File: src/hw/link_pkg.sv
`default_nettype none

package link_pkg;

  // --------------------------------------------------
  // Link widths
  // --------------------------------------------------

  // Width of one wide flit on the user side of the endpoint
  localparam int WIDE_WIDTH = 32;

  // Width of one slice on the narrow serial link
  localparam int NARROW_WIDTH = 8;

  // Number of narrow slices that make up one wide flit
  // The wide width must be an exact multiple of the narrow width
  localparam int SLICE_RATIO = WIDE_WIDTH / NARROW_WIDTH;

  // Width of a slice index inside a flit
  // The same width carries the count of dropped tail slices
  localparam int SLICE_ID_WIDTH = $clog2(SLICE_RATIO);

  // --------------------------------------------------
  // Sideband and buffering
  // --------------------------------------------------

  // Width of the tag that rides next to every flit and slice
  // It is never sliced, only repeated
  localparam int TAG_WIDTH = 3;

  // Number of wide flits the transmit buffer can hold
  // Two entries let a new flit land while the previous one is being sliced
  localparam int BUFFER_DEPTH = 2;

endpackage

`default_nettype wire
File: src/hw/link_endpoint.sv
`timescale 1ns/10ps
`default_nettype none

// Endpoint of the narrow link
// Transmit path is buffer then serializer, receive path is the deserializer
module link_endpoint (
  input  wire logic                                clk,
  input  wire logic                                rst_n,

  // Wide flits coming in for transmission
  input  wire logic                                wide_valid,
  output logic                                     wide_ready,
  input  wire logic [link_pkg::WIDE_WIDTH-1:0]     wide_data,
  input  wire logic                                wide_last,
  input  wire logic [link_pkg::SLICE_ID_WIDTH-1:0] wide_dont_care,
  input  wire logic [link_pkg::TAG_WIDTH-1:0]      wide_tag,

  // Narrow slices leaving on the link
  output logic                                     tx_valid,
  input  wire logic                                tx_ready,
  output logic [link_pkg::NARROW_WIDTH-1:0]        tx_data,
  output logic                                     tx_last,
  output logic [link_pkg::TAG_WIDTH-1:0]           tx_tag,

  // Narrow slices arriving from the link
  input  wire logic                                rx_valid,
  output logic                                     rx_ready,
  input  wire logic [link_pkg::NARROW_WIDTH-1:0]   rx_data,
  input  wire logic                                rx_last,
  input  wire logic [link_pkg::TAG_WIDTH-1:0]      rx_tag,

  // Rebuilt wide flits
  output logic                                     out_valid,
  input  wire logic                                out_ready,
  output logic [link_pkg::WIDE_WIDTH-1:0]          out_data,
  output logic                                     out_last,
  output logic [link_pkg::SLICE_ID_WIDTH-1:0]      out_dont_care,
  output logic [link_pkg::TAG_WIDTH-1:0]           out_tag
);

  // --------------------------------------------------
  // Buffer to serializer
  // --------------------------------------------------

  logic                                buf_valid;
  logic                                buf_ready;
  logic [link_pkg::WIDE_WIDTH-1:0]     buf_data;
  logic                                buf_last;
  logic [link_pkg::SLICE_ID_WIDTH-1:0] buf_dont_care;
  logic [link_pkg::TAG_WIDTH-1:0]      buf_tag;

  // Holds each flit steady while it is being sliced
  flit_buffer u_flit_buffer (
    .clk          (clk),
    .rst_n        (rst_n),
    .in_valid     (wide_valid),
    .in_ready     (wide_ready),
    .in_data      (wide_data),
    .in_last      (wide_last),
    .in_dont_care (wide_dont_care),
    .in_tag       (wide_tag),
    .out_valid    (buf_valid),
    .out_ready    (buf_ready),
    .out_data     (buf_data),
    .out_last     (buf_last),
    .out_dont_care(buf_dont_care),
    .out_tag      (buf_tag)
  );

  flow_serializer u_flow_serializer (
    .clk           (clk),
    .rst_n         (rst_n),
    .push_valid    (buf_valid),
    .push_ready    (buf_ready),
    .push_data     (buf_data),
    .push_last     (buf_last),
    .push_dont_care(buf_dont_care),
    .push_tag      (buf_tag),
    .pop_valid     (tx_valid),
    .pop_ready     (tx_ready),
    .pop_data      (tx_data),
    .pop_last      (tx_last),
    .pop_tag       (tx_tag)
  );

  // --------------------------------------------------
  // Receive path
  // --------------------------------------------------

  flow_deserializer u_flow_deserializer (
    .clk          (clk),
    .rst_n        (rst_n),
    .in_valid     (rx_valid),
    .in_ready     (rx_ready),
    .in_data      (rx_data),
    .in_last      (rx_last),
    .in_tag       (rx_tag),
    .out_valid    (out_valid),
    .out_ready    (out_ready),
    .out_data     (out_data),
    .out_last     (out_last),
    .out_dont_care(out_dont_care),
    .out_tag      (out_tag)
  );

endmodule

`default_nettype wire

File: src/hw/flow_deserializer.sv
`timescale 1ns/10ps
`default_nettype none

// Gathers narrow slices back into a wide flit
// The finished flit sits in an output register until it is taken, and
// the tail dropped by the far side comes back as zeros
module flow_deserializer (
  input  wire logic                                clk,
  input  wire logic                                rst_n,
  input  wire logic                                in_valid,
  output logic                                     in_ready,
  input  wire logic [link_pkg::NARROW_WIDTH-1:0]   in_data,
  input  wire logic                                in_last,
  input  wire logic [link_pkg::TAG_WIDTH-1:0]      in_tag,
  output logic                                     out_valid,
  input  wire logic                                out_ready,
  output logic [link_pkg::WIDE_WIDTH-1:0]          out_data,
  output logic                                     out_last,
  output logic [link_pkg::SLICE_ID_WIDTH-1:0]      out_dont_care,
  output logic [link_pkg::TAG_WIDTH-1:0]           out_tag
);

  // --------------------------------------------------
  // Assembly state
  // --------------------------------------------------

  // Position the next incoming slice will be written to
  logic [link_pkg::SLICE_ID_WIDTH-1:0] slice_cnt;

  // Partial flit and the tag taken from its first slice
  logic [link_pkg::WIDE_WIDTH-1:0]     asm_data;
  logic [link_pkg::TAG_WIDTH-1:0]      asm_tag;

  // Partial flit with the current slice merged in
  logic [link_pkg::WIDE_WIDTH-1:0]     asm_data_next;
  logic [link_pkg::TAG_WIDTH-1:0]      asm_tag_next;

  // Number of tail slices that never arrived
  logic [link_pkg::SLICE_ID_WIDTH-1:0] final_dc;

  logic                                in_fire;
  logic                                first_slice;
  logic                                final_slice;

  // Only a full output register that is not being drained stalls the link
  assign in_ready = !out_valid || out_ready;

  assign in_fire     = in_valid && in_ready;
  assign first_slice = (slice_cnt == '0);

  // The top position ends a flit, and so does the end of a packet
  assign final_slice =
    (slice_cnt == (link_pkg::SLICE_ID_WIDTH)'(link_pkg::SLICE_RATIO - 1)) || in_last;

  // Whatever lies above the final index was dropped by the sender
  assign final_dc =
    (link_pkg::SLICE_ID_WIDTH)'(link_pkg::SLICE_RATIO - 1) - slice_cnt;

  always_comb begin
    // A new flit starts from zeros, so positions above its final slice
    // read back as zero even when the tail is never sent
    if (first_slice) begin
      asm_data_next = '0;
      asm_tag_next  = in_tag;
    end else begin
      asm_data_next = asm_data;
      asm_tag_next  = asm_tag;
    end
    asm_data_next[slice_cnt * link_pkg::NARROW_WIDTH +: link_pkg::NARROW_WIDTH] = in_data;
  end

  always_ff @(posedge clk) begin
    if (!rst_n) begin
      slice_cnt <= '0;
    end else if (in_fire) begin
      if (final_slice) begin
        slice_cnt <= '0;
      end else begin
        slice_cnt <= slice_cnt + 1'b1;
      end
    end
  end

  // The partial flit is rebuilt from scratch on every first slice
  always_ff @(posedge clk) begin
    if (in_fire) begin
      asm_data <= asm_data_next;
      asm_tag  <= asm_tag_next;
    end
  end

  // --------------------------------------------------
  // Output register
  // --------------------------------------------------

  always_ff @(posedge clk) begin
    if (!rst_n) begin
      out_valid <= 1'b0;
    end else if (in_fire && final_slice) begin
      // A load wins over a drain in the same cycle
      out_valid <= 1'b1;
    end else if (out_ready) begin
      out_valid <= 1'b0;
    end
  end

  // Payload loads on the final slice only
  always_ff @(posedge clk) begin
    if (in_fire && final_slice) begin
      out_data      <= asm_data_next;
      out_last      <= in_last;
      out_dont_care <= final_dc;
      out_tag       <= asm_tag_next;
    end
  end

endmodule

`default_nettype wire

File: src/hw/flow_serializer.sv
`timescale 1ns/10ps
`default_nettype none

// Cuts a wide flit into narrow slices, least significant slice first
// The path from push to pop is combinational, so the first slice leaves
// in the same cycle the flit is offered
module flow_serializer (
  input  wire logic                                clk,
  input  wire logic                                rst_n,
  input  wire logic                                push_valid,
  output logic                                     push_ready,
  input  wire logic [link_pkg::WIDE_WIDTH-1:0]     push_data,
  input  wire logic                                push_last,
  input  wire logic [link_pkg::SLICE_ID_WIDTH-1:0] push_dont_care,
  input  wire logic [link_pkg::TAG_WIDTH-1:0]      push_tag,
  output logic                                     pop_valid,
  input  wire logic                                pop_ready,
  output logic [link_pkg::NARROW_WIDTH-1:0]        pop_data,
  output logic                                     pop_last,
  output logic [link_pkg::TAG_WIDTH-1:0]           pop_tag
);

  // --------------------------------------------------
  // Slice counter
  // --------------------------------------------------

  // Index of the slice currently offered on the narrow side
  logic [link_pkg::SLICE_ID_WIDTH-1:0] slice_cnt;

  // Counter plus the dropped tail at the index width
  // The sum reaches the top index on the final slice of the flit
  logic [link_pkg::SLICE_ID_WIDTH-1:0] cnt_plus_dc;

  // High on the slice that finishes the current wide flit
  logic                                flit_done;

  // Accepted slice on the narrow side
  logic                                pop_fire;

  assign cnt_plus_dc = slice_cnt + push_dont_care;

  // For a flit that is not last the don't-care count is zero
  // So this reduces to the counter reaching the top slice
  assign flit_done =
    (cnt_plus_dc == (link_pkg::SLICE_ID_WIDTH)'(link_pkg::SLICE_RATIO - 1));

  assign pop_fire = pop_valid && pop_ready;

  always_ff @(posedge clk) begin
    if (!rst_n) begin
      slice_cnt <= '0;
    end else if (pop_fire) begin
      // The end of a packet restarts the count at once
      // A full flit simply overflows back to zero
      if (pop_last) begin
        slice_cnt <= '0;
      end else begin
        slice_cnt <= slice_cnt + 1'b1;
      end
    end
  end

  // --------------------------------------------------
  // Narrow outputs
  // --------------------------------------------------

  // A slice is on offer whenever a wide flit is
  assign pop_valid = push_valid;

  // Mux the selected slice out of the held flit
  // Slice zero sits in the low bits of the wide word
  assign pop_data = push_data[slice_cnt * link_pkg::NARROW_WIDTH +: link_pkg::NARROW_WIDTH];

  // Only the last flit of a packet marks its final slice
  assign pop_last = push_last && flit_done;

  // The tag is copied onto each slice unchanged
  assign pop_tag = push_tag;

  // --------------------------------------------------
  // Wide side handshake
  // --------------------------------------------------

  // The buffer may drop the flit only once its final slice is taken
  assign push_ready = pop_ready && flit_done;

endmodule

`default_nettype wire

File: src/hw/flit_buffer.sv
`timescale 1ns/10ps
`default_nettype none

// Small FIFO in front of the serializer
// The head entry drives the outputs directly from storage, so the fields
// stay put for as many cycles as the serializer needs to scan them
module flit_buffer (
  input  wire logic                                clk,
  input  wire logic                                rst_n,
  input  wire logic                                in_valid,
  output logic                                     in_ready,
  input  wire logic [link_pkg::WIDE_WIDTH-1:0]     in_data,
  input  wire logic                                in_last,
  input  wire logic [link_pkg::SLICE_ID_WIDTH-1:0] in_dont_care,
  input  wire logic [link_pkg::TAG_WIDTH-1:0]      in_tag,
  output logic                                     out_valid,
  input  wire logic                                out_ready,
  output logic [link_pkg::WIDE_WIDTH-1:0]          out_data,
  output logic                                     out_last,
  output logic [link_pkg::SLICE_ID_WIDTH-1:0]      out_dont_care,
  output logic [link_pkg::TAG_WIDTH-1:0]           out_tag
);

  // --------------------------------------------------
  // Storage and pointers
  // --------------------------------------------------

  // One slot per entry for each field of the flit
  logic [link_pkg::WIDE_WIDTH-1:0]     data_mem [link_pkg::BUFFER_DEPTH];
  logic                                last_mem [link_pkg::BUFFER_DEPTH];
  logic [link_pkg::SLICE_ID_WIDTH-1:0] dc_mem   [link_pkg::BUFFER_DEPTH];
  logic [link_pkg::TAG_WIDTH-1:0]      tag_mem  [link_pkg::BUFFER_DEPTH];

  // Pointers index the entries, the count must also reach the full depth
  logic [$clog2(link_pkg::BUFFER_DEPTH)-1:0]   wr_ptr;
  logic [$clog2(link_pkg::BUFFER_DEPTH)-1:0]   rd_ptr;
  logic [$clog2(link_pkg::BUFFER_DEPTH+1)-1:0] count;

  logic push;
  logic pop;

  // Room is left as long as not every entry is taken
  assign in_ready = (count < link_pkg::BUFFER_DEPTH);

  // Anything held can be offered to the serializer
  assign out_valid = (count != '0);

  assign push = in_valid && in_ready;
  assign pop  = out_valid && out_ready;

  // --------------------------------------------------
  // Control state
  // --------------------------------------------------

  always_ff @(posedge clk) begin
    if (!rst_n) begin
      wr_ptr <= '0;
      rd_ptr <= '0;
      count  <= '0;
    end else begin
      // Pointers step forward and wrap at the last entry
      if (push) begin
        wr_ptr <= (wr_ptr == ($clog2(link_pkg::BUFFER_DEPTH))'(link_pkg::BUFFER_DEPTH - 1)) ?
                  '0 : wr_ptr + 1'b1;
      end
      if (pop) begin
        rd_ptr <= (rd_ptr == ($clog2(link_pkg::BUFFER_DEPTH))'(link_pkg::BUFFER_DEPTH - 1)) ?
                  '0 : rd_ptr + 1'b1;
      end
      // A push and a pop in the same cycle leave the count alone
      if (push && !pop) begin
        count <= count + 1'b1;
      end else if (pop && !push) begin
        count <= count - 1'b1;
      end
    end
  end

  // Payload storage is written only on a push
  always_ff @(posedge clk) begin
    if (push) begin
      data_mem[wr_ptr] <= in_data;
      last_mem[wr_ptr] <= in_last;
      dc_mem[wr_ptr]   <= in_dont_care;
      tag_mem[wr_ptr]  <= in_tag;
    end
  end

  // Head entry goes straight out
  assign out_data      = data_mem[rd_ptr];
  assign out_last      = last_mem[rd_ptr];
  assign out_dont_care = dc_mem[rd_ptr];
  assign out_tag       = tag_mem[rd_ptr];

endmodule

`default_nettype wire

File: config.mk
export PLATFORM = sky130hd
export DESIGN_NAME = link_endpoint
export DESIGN_NICKNAME = d
export VERILOG_FILES = /design/src/hw/link_pkg.sv /design/src/hw/link_endpoint.sv /design/src/hw/flow_deserializer.sv /design/src/hw/flow_serializer.sv /design/src/hw/flit_buffer.sv
export SDC_FILE = /design/constraint.sdc
export NUM_CORES = 1
export LEC_CHECK = 0
export ABC_CLOCK_PERIOD_IN_PS = 4650
export BUFFER_PORTS_ARGS = -buffer_cell sky130_fd_sc_hd__buf_2
export CORE_MARGIN = 4
export CORE_UTILIZATION = 56
export CTS_CLUSTER_SIZE = 28
export DETAILED_ROUTE_END_ITERATION = 7
export PLACE_DENSITY_LB_ADDON = 0.12
export REMOVE_ABC_BUFFERS = 1
export SLEW_MARGIN = 20
export SYNTH_ARGS = -nofsm -noshare
export SYNTH_HDL_FRONTEND = slang
export SYNTH_SLANG_ARGS = --single-unit
File: constraint.sdc
create_clock -name clk -period 4.65 [get_ports clk]
set_input_delay 0.2325 -clock clk [delete_from_list [all_inputs] [get_ports clk]]
set_output_delay 0.2325 -clock clk [all_outputs]
set_load 0.005 [all_outputs]
==> results.sh, run 1 <==
export IMPL_whs_ns=0.0347
export IMPL_syn_to_final_growth_pct=28.2
export IMPL_cts_buffer_depth=2
export IMPL_ant_nets=0
export IMPL_crit_chain="buf_4 > mux2_2 > ha_1 > xnor2_1 > xnor2_1 > or3b_1 > ha_1 > or3_1 > a21boi_0"
export IMPL_die_height_um=113
export IMPL_grt_pass1_vias=3766
export IMPL_grt_use_total_pct=19.7
export IMPL_skew_ns=0.00606
export IMPL_syn_avg_cell_area_um2=17.7
export IMPL_synth_edf_count=149
export IMPL_die_w_um=113
export IMPL_crit_path_end_kind="flip-flop"
export IMPL_yosys_top_cells_area="edfxtp_1 (73%), mux4_2 (5.9%), dfxtp_1 (3.3%)"
export IMPL_reg2reg_depth=9
export IMPL_fmax_mhz=329
export IMPL_slowest_delay_ns=0.46
export IMPL_status="finished clean"
export IMPL_yosysWarnings=0
export IMPL_synth_top_area_share_pct=72.7
export IMPL_rsz0062_at_grt="no"
export IMPL_cts_tree="yes"
export IMPL_wire_per_inst_um=18.1
export IMPL_required_ns=5.08
export IMPL_clkTransAtPathRegs_ns=0.06
export IMPL_netlist_area_mm2=0.00615
export IMPL_cts_root_buf="clkbuf_8"
export IMPL_worst_slew_pin_slew_ns=1.04
export IMPL_drt_iter0_drc=204
export IMPL_synth_top_area_cell="edfxtp_1"
export IMPL_cp_slowest_cell="or3b_1"
export IMPL_layout_nets=568
export IMPL_final_setup_tns_ns=0
export IMPL_synth_most_common_cell="edfxtp_1"
export IMPL_synthArstFlopShare_pct=0
export IMPL_synthCells=347
export IMPL_power_per_cell_area_mw_per_mm2=490
export IMPL_arrival_ns=3.47
export IMPL_period_needed_ns=3.04
export IMPL_postPlaceCellArea_mm2=0.00685
export IMPL_cts_hold_buf=39
export IMPL_insertion_delay_ns=0.50
export IMPL_maxSlewHeadroom_pct=30.3
export IMPL_ys_types=31
export IMPL_insertedDiodeCount=0
export IMPL_hold_violations=0
export IMPL_yosysSeqAreaShare_pct=76.0
export IMPL_final_area_mm2=0.00789
export IMPL_hp_class="input port to flip-flop"
export IMPL_grt_first_pass_wirelength_mm=19.4
export IMPL_via_count=3570
export IMPL_ctsResizeCount=0
export IMPL_worstSetupPathType="flip-flop to flip-flop"
export IMPL_final_max_slew_viol_count=0
export IMPL_nFillCells=693
export IMPL_gp_congestion=0.766
export IMPL_grt_max_degree=40
export IMPL_drive_gt1_share_pct=35.0
export IMPL_finalSetupViolCount=0
export IMPL_fin_crit_sh_pct=65.4
export IMPL_p_leak_nw=2.89
export IMPL_die_area_mm2=0.0127
export IMPL_rows=38
export IMPL_ios=110
export IMPL_place_inst=584
export IMPL_port_buffers=109
export IMPL_wl_mm=11.9
export IMPL_synth_commonest_cells="edfxtp_1 (149), nand2b_1 (26), nand3_1 (25), a21oi_1 (24)"
export IMPL_min_path_cells=3
export IMPL_drtPass1Iterations=4
export IMPL_final_util_pct=73.1
export IMPL_ys_seq_elements=159
export IMPL_initial_core_util_pct=57.0
export IMPL_worstPathMaxFanout=22
export IMPL_crit_buf_inv=1
export IMPL_remaining_drc_errors=0
export IMPL_core_area_mm2=0.0108
export IMPL_post_cts_buffers=0
export IMPL_overflow=0
export IMPL_ys_flop_type="edfxtp_1"
export IMPL_hpwl_mm=7.40
export IMPL_drv_cap=0
export IMPL_critPathTopFamily="simple AND/OR/NAND/NOR gates"
export IMPL_cts_buffers=17
export IMPL_path_depth=9
export IMPL_peakVddDrop_uv=308
export IMPL_fin_cells=657
export IMPL_via_per_inst=5.43
export IMPL_cts_sinks=159
export IMPL_antenna_found_initial=0
export IMPL_cts_htree_levels=4
export IMPL_start_kind="flip-flop"
-- worst reg2reg max path, stage by stage, from the launching register on --
cell and delay (ns):
dfxtp_1 0.31, buf_4 0.36, mux2_2 0.39, ha_1 0.20, xnor2_1 0.22, xnor2_1 0.14, or3b_1 0.46, ha_1 0.36
or3_1 0.38, a21boi_0 0.16
-- path summary, 6_finish.rpt --
check / slack [ns] / startpoint / to
setup / recovery: 1.61 / flip-flop / u_flit_buffer.count[1]
hold / removal: 0.03 / rx_valid / u_flow_deserializer.out_valid
setup reg to reg: 1.61 / flip-flop / u_flit_buffer.count[1]
hold reg to reg: 0.50 / u_flit_buffer.rd_ptr / u_flit_buffer.rd_ptr
-- through the flow --
| step | setup WS (ns) | total power [W] |
|---|---|---|
| after floorplan | 1.41 | 0.00223 |
| final | 1.61 | 0.00387 |
| after detailed placement | 1.64 | 0.00247 |
| after global placement | 1.69 | 0.00244 |
| after global routing | 1.39 | 0.00405 |
| after CTS | 1.57 | 0.00389 |
-- power breakdown --
part,leakage [nW],switching (W),internal [W]
Combinational,1.09,0.000285,0.000328
Sequential,1.50,0.0000897,0.00176
Clock,0.297,0.000529,0.000873
-- layout make-up --
class,instances,area [um2],area share (%)
Multi-Input combinational cell,169,1420,18.0
Tap cell,140,175,2.22
Clock buffer,18,418,5.29
Timing Repair Buffer,153,998,12.7
Inverter,4,15.0,0.190
Clock inverter,14,190,2.41
Sequential cell,159,4670,59.2
-- routing by layer --
layer	vias up	track usage (%)	share of wire [%]	routed length [um]
met4	0	6.33	1.1	129
li1	1666	-	-	-
met2	113	33.8	53	6260
met3	12	4.12	5.0	599
met1	1779	25.2	41	4890
met5	-	0	0	0
-- cells by family after synthesis --
| kind of cell | Yosys count | synth area share, % |
|---|---|---|
| DFF | 159 | 76.0 |
| and+or+nand+nor | 79 | 7.12 |
| AOI/OAI and AO/OA | 43 | 4.25 |
| muxes | 35 | 9.27 |
| buffers and inverters | 19 | 1.22 |
| adders and majority gates | 8 | 1.63 |
| xor gates and xnor gates | 4 | 0.569 |
-- layout by cell type (no fill, tap or decap), drive strengths merged, types with 8 or more instances in the layout --
cell type      n
clkbuf        18
dlygate4sd3   39
a22o           8
nand2b        26
ha             8
edfxtp       149
a21oi         24
dfxtp         10
mux4          16
mux2          16
nand3         25
buf          114
-- state kept, by name, summed over array words and instances (netlist names), named ones only --
signal and flops:
u_flit_buffer.data_mem 64, u_flit_buffer.tag_mem 6, u_flit_buffer.count 2, u_flit_buffer.rd_ptr 1
u_flow_deserializer.out_last 1, u_flow_deserializer.out_data 32, u_flow_deserializer.out_tag 3, u_flit_buffer.dc_mem 4
u_flow_deserializer.out_valid 1, u_flow_deserializer.asm_data 32, u_flow_deserializer.asm_tag 3, u_flow_serializer.slice_cnt 2
u_flit_buffer.last_mem 2, u_flow_deserializer.slice_cnt 2, u_flit_buffer.wr_ptr 1, u_flow_deserializer.out_dont_care 2
(Power assumes the default switching activity.)
==> run 2: changes to the inputs <==
--- a/config.mk
+++ b/config.mk
@@ -5,10 +5,10 @@
 export SDC_FILE = /design/constraint.sdc
 export NUM_CORES = 1
 export LEC_CHECK = 0
-export ABC_CLOCK_PERIOD_IN_PS = 4650
+export ABC_CLOCK_PERIOD_IN_PS = 2700
 export BUFFER_PORTS_ARGS = -buffer_cell sky130_fd_sc_hd__buf_2
 export CORE_MARGIN = 4
-export CORE_UTILIZATION = 56
+export CORE_UTILIZATION = 50
 export CTS_CLUSTER_SIZE = 28
 export DETAILED_ROUTE_END_ITERATION = 7
 export PLACE_DENSITY_LB_ADDON = 0.12
==> constraint.sdc (replaced) <==
create_clock -name clk -period 2.7 [get_ports clk]
set_input_delay 0.135 -clock clk [delete_from_list [all_inputs] [get_ports clk]]
set_output_delay 0.135 -clock clk [all_outputs]
set_load 0.005 [all_outputs]
==> run 2 against run 1 <==
Clock skew is 0.00059 ns lower. Utilization is 6.8 points lower. Clock-buffer cell count is 1 higher. Sequential cell count stayed put. Largest power group unchanged. Highest routed layer unchanged.
==> results.sh, run 2 (synthesized netlist as in run 1, its figures left out) <==
export IMPL_arrival_ns=2.89
export IMPL_cts_buffer_depth=2
export IMPL_cp_slowest_cell="or3b_4"
export IMPL_wl_mm=11.8
export IMPL_reg2reg_to="u_flit_buffer.count[1]"
export IMPL_multiInputGateArea_mm2=0.00142
export IMPL_die_height_um=119
export IMPL_core_area_mm2=0.0120
export IMPL_start_kind="flip-flop"
export IMPL_worst_slew_pin_slew_ns=0.951
export IMPL_skew_ns=0.00548
export IMPL_layout_common_cells="edfxtp_1 (149), buf_2 (109), dlygate4sd3_1 (39), nand2b_1 (26), nand3_1 (25)"
export IMPL_antenna_found_initial=0
export IMPL_reg2reg_depth=8
export IMPL_cts_sinks=159
export IMPL_final_max_slew_viol_count=0
export IMPL_hold_violations=0
export IMPL_fin_crit_sh_pct=94.4
export IMPL_setup_worst_path_end="u_flit_buffer.count[1]"
export IMPL_crit_path_end_kind="flip-flop"
export IMPL_cts_tree="yes"
export IMPL_insertion_delay_ns=0.42
export IMPL_fin_cells=667
export IMPL_hpwl_mm=7.48
export IMPL_layout_nets=571
export IMPL_required_ns=3.04
export IMPL_wire_per_inst_um=17.6
export IMPL_top_regs="u_flit_buffer.data_mem x64, u_flow_deserializer.asm_data x32, u_flow_deserializer.out_data x32"
export IMPL_status="finished clean"
export IMPL_grt_pass1_vias=3678
export IMPL_whs_ns=0.0336
export IMPL_final_seq_area_mm2=0.00467
export IMPL_postPlaceCellArea_mm2=0.00693
export IMPL_peakVddDrop_uv=537
export IMPL_final_common_cell="edfxtp_1"
export IMPL_drive_gt1_share_pct=35.0
export IMPL_nFillCells=835
export IMPL_drt_iter0_drc=235
export IMPL_syn_to_final_growth_pct=29.5
export IMPL_slowest_delay_ns=0.43
export IMPL_p_leak_nw=2.92
export IMPL_ant_nets=0
export IMPL_gp_congestion=0.767
export IMPL_crit_chain="mux2_2 > ha_1 > xnor2_1 > xnor2_1 > or3b_4 > ha_1 > or3_1 > a21boi_0"
export IMPL_fmax_mhz=392
export IMPL_insertedDiodeCount=0
export IMPL_die_w_um=119
export IMPL_clkTransAtPathRegs_ns=0.06
export IMPL_worstPathMaxFanout=3
export IMPL_rsz0062_at_grt="no"
export IMPL_drv_cap=0
export IMPL_remaining_drc_errors=0
export IMPL_via_count=3550
export IMPL_cts_htree_levels=4
export IMPL_grt_max_degree=40
export IMPL_rows=40
export IMPL_period_needed_ns=2.55
export IMPL_power_per_cell_area_mw_per_mm2=862
export IMPL_ios=110
export IMPL_reg2reg_slack_ns=0.15
export IMPL_largest_register="u_flit_buffer.data_mem"
export IMPL_grt_first_pass_wirelength_mm=19.1
export IMPL_worstSetupPathType="flip-flop to flip-flop"
export IMPL_drtPass1Iterations=4
export IMPL_die_area_mm2=0.0141
export IMPL_largest_reg_flops=64
export IMPL_power_w=0.00687
export IMPL_final_area_mm2=0.00797
export IMPL_grt_use_total_pct=17.7
export IMPL_cts_root_buf="clkbuf_16"
export IMPL_initial_core_util_pct=51.2
export IMPL_maxSlewHeadroom_pct=36.1
export IMPL_place_inst=596
export IMPL_final_util_pct=66.3
export IMPL_via_per_inst=5.32
export IMPL_overflow=0
export IMPL_cts_buffers=17
export IMPL_hp_class="input port to flip-flop"
export IMPL_finalSetupViolCount=0
export IMPL_port_buffers=109
==> run 2: final cells by class <==
cell class / instances / share of cell area, %
Inverter: 4 / 0.188
Tap cell: 147 / 2.31
Sequential cell: 159 / 58.7
Timing Repair Buffer: 156 / 12.8
Multi-Input combinational cell: 169 / 17.9
Clock inverter: 13 / 2.73
Clock buffer: 19 / 5.43
==> run 2: worst min path at each step <==
| stage | to | cells past startpoint | slack, ns | startpoint |
|---|---|---|---|---|
| final | u_flow_deserializer.asm_tag[2] | 2 | 0.03 | rx_tag[2] |
| after global routing | u_flow_deserializer.out_tag[2] | 2 | 0.03 | rx_tag[2] |
| after CTS | u_flow_deserializer.out_tag[2] | 2 | 0.02 | rx_tag[2] |
| after detailed placement | u_flit_buffer.data_mem[1][25] | 1 | 0.33 | wide_data[25] |
| after global placement | u_flit_buffer.data_mem[1][26] | 1 | 0.32 | wide_data[26] |
| after floorplan | u_flit_buffer.data_mem[0][0] | 0 | 0.23 | wide_data[0] |
==> run 2: critical path: cells and delay by family, from the launching register on <==
kind	cells	cell delay (ns)
AO/OA/AOI/OAI	1	0.17
AND/OR/NAND/NOR	2	0.80
adder cells (fa/ha/maj)	2	0.53
multiplexers	1	0.33
flip-flops	1	0.33
XOR/XNOR	2	0.29
==> run 2: metal layers <==
layer | GRT usage, % | share of wire [%] | wire length, um
met1 | 21.4 | 41 | 4870
met2 | 29.7 | 51 | 6000
met3 | 4.80 | 5.1 | 601
met4 | 8.47 | 2.4 | 277
met5 | 0 | 0 | 0
==> run 2: what timing repair did <==
action | in CTS | in global routing
setup endpoints to repair | 0 | 1
setup buffers | 0 | 0
gates resized for setup | 0 | 1
hold buffers | 39 | 0
hold endpoints to repair | 77 | 0
==> run 2: per-stage QoR <==
step	setup slack [ns]	TNS, ns
floorplan	-0.544	-2.21
global placement	0.186	0
detailed placement	0.115	0
CTS	0.0976	0
global route	0.0141	0
finish	0.152	0
==> run 2: power by group <==
group          switching [W]  total [W]  internal (W)
registers          0.0000896    0.00313       0.00304
logic               0.000555    0.00113      0.000574
clock network       0.000895    0.00262       0.00172
total                0.00154    0.00687       0.00533
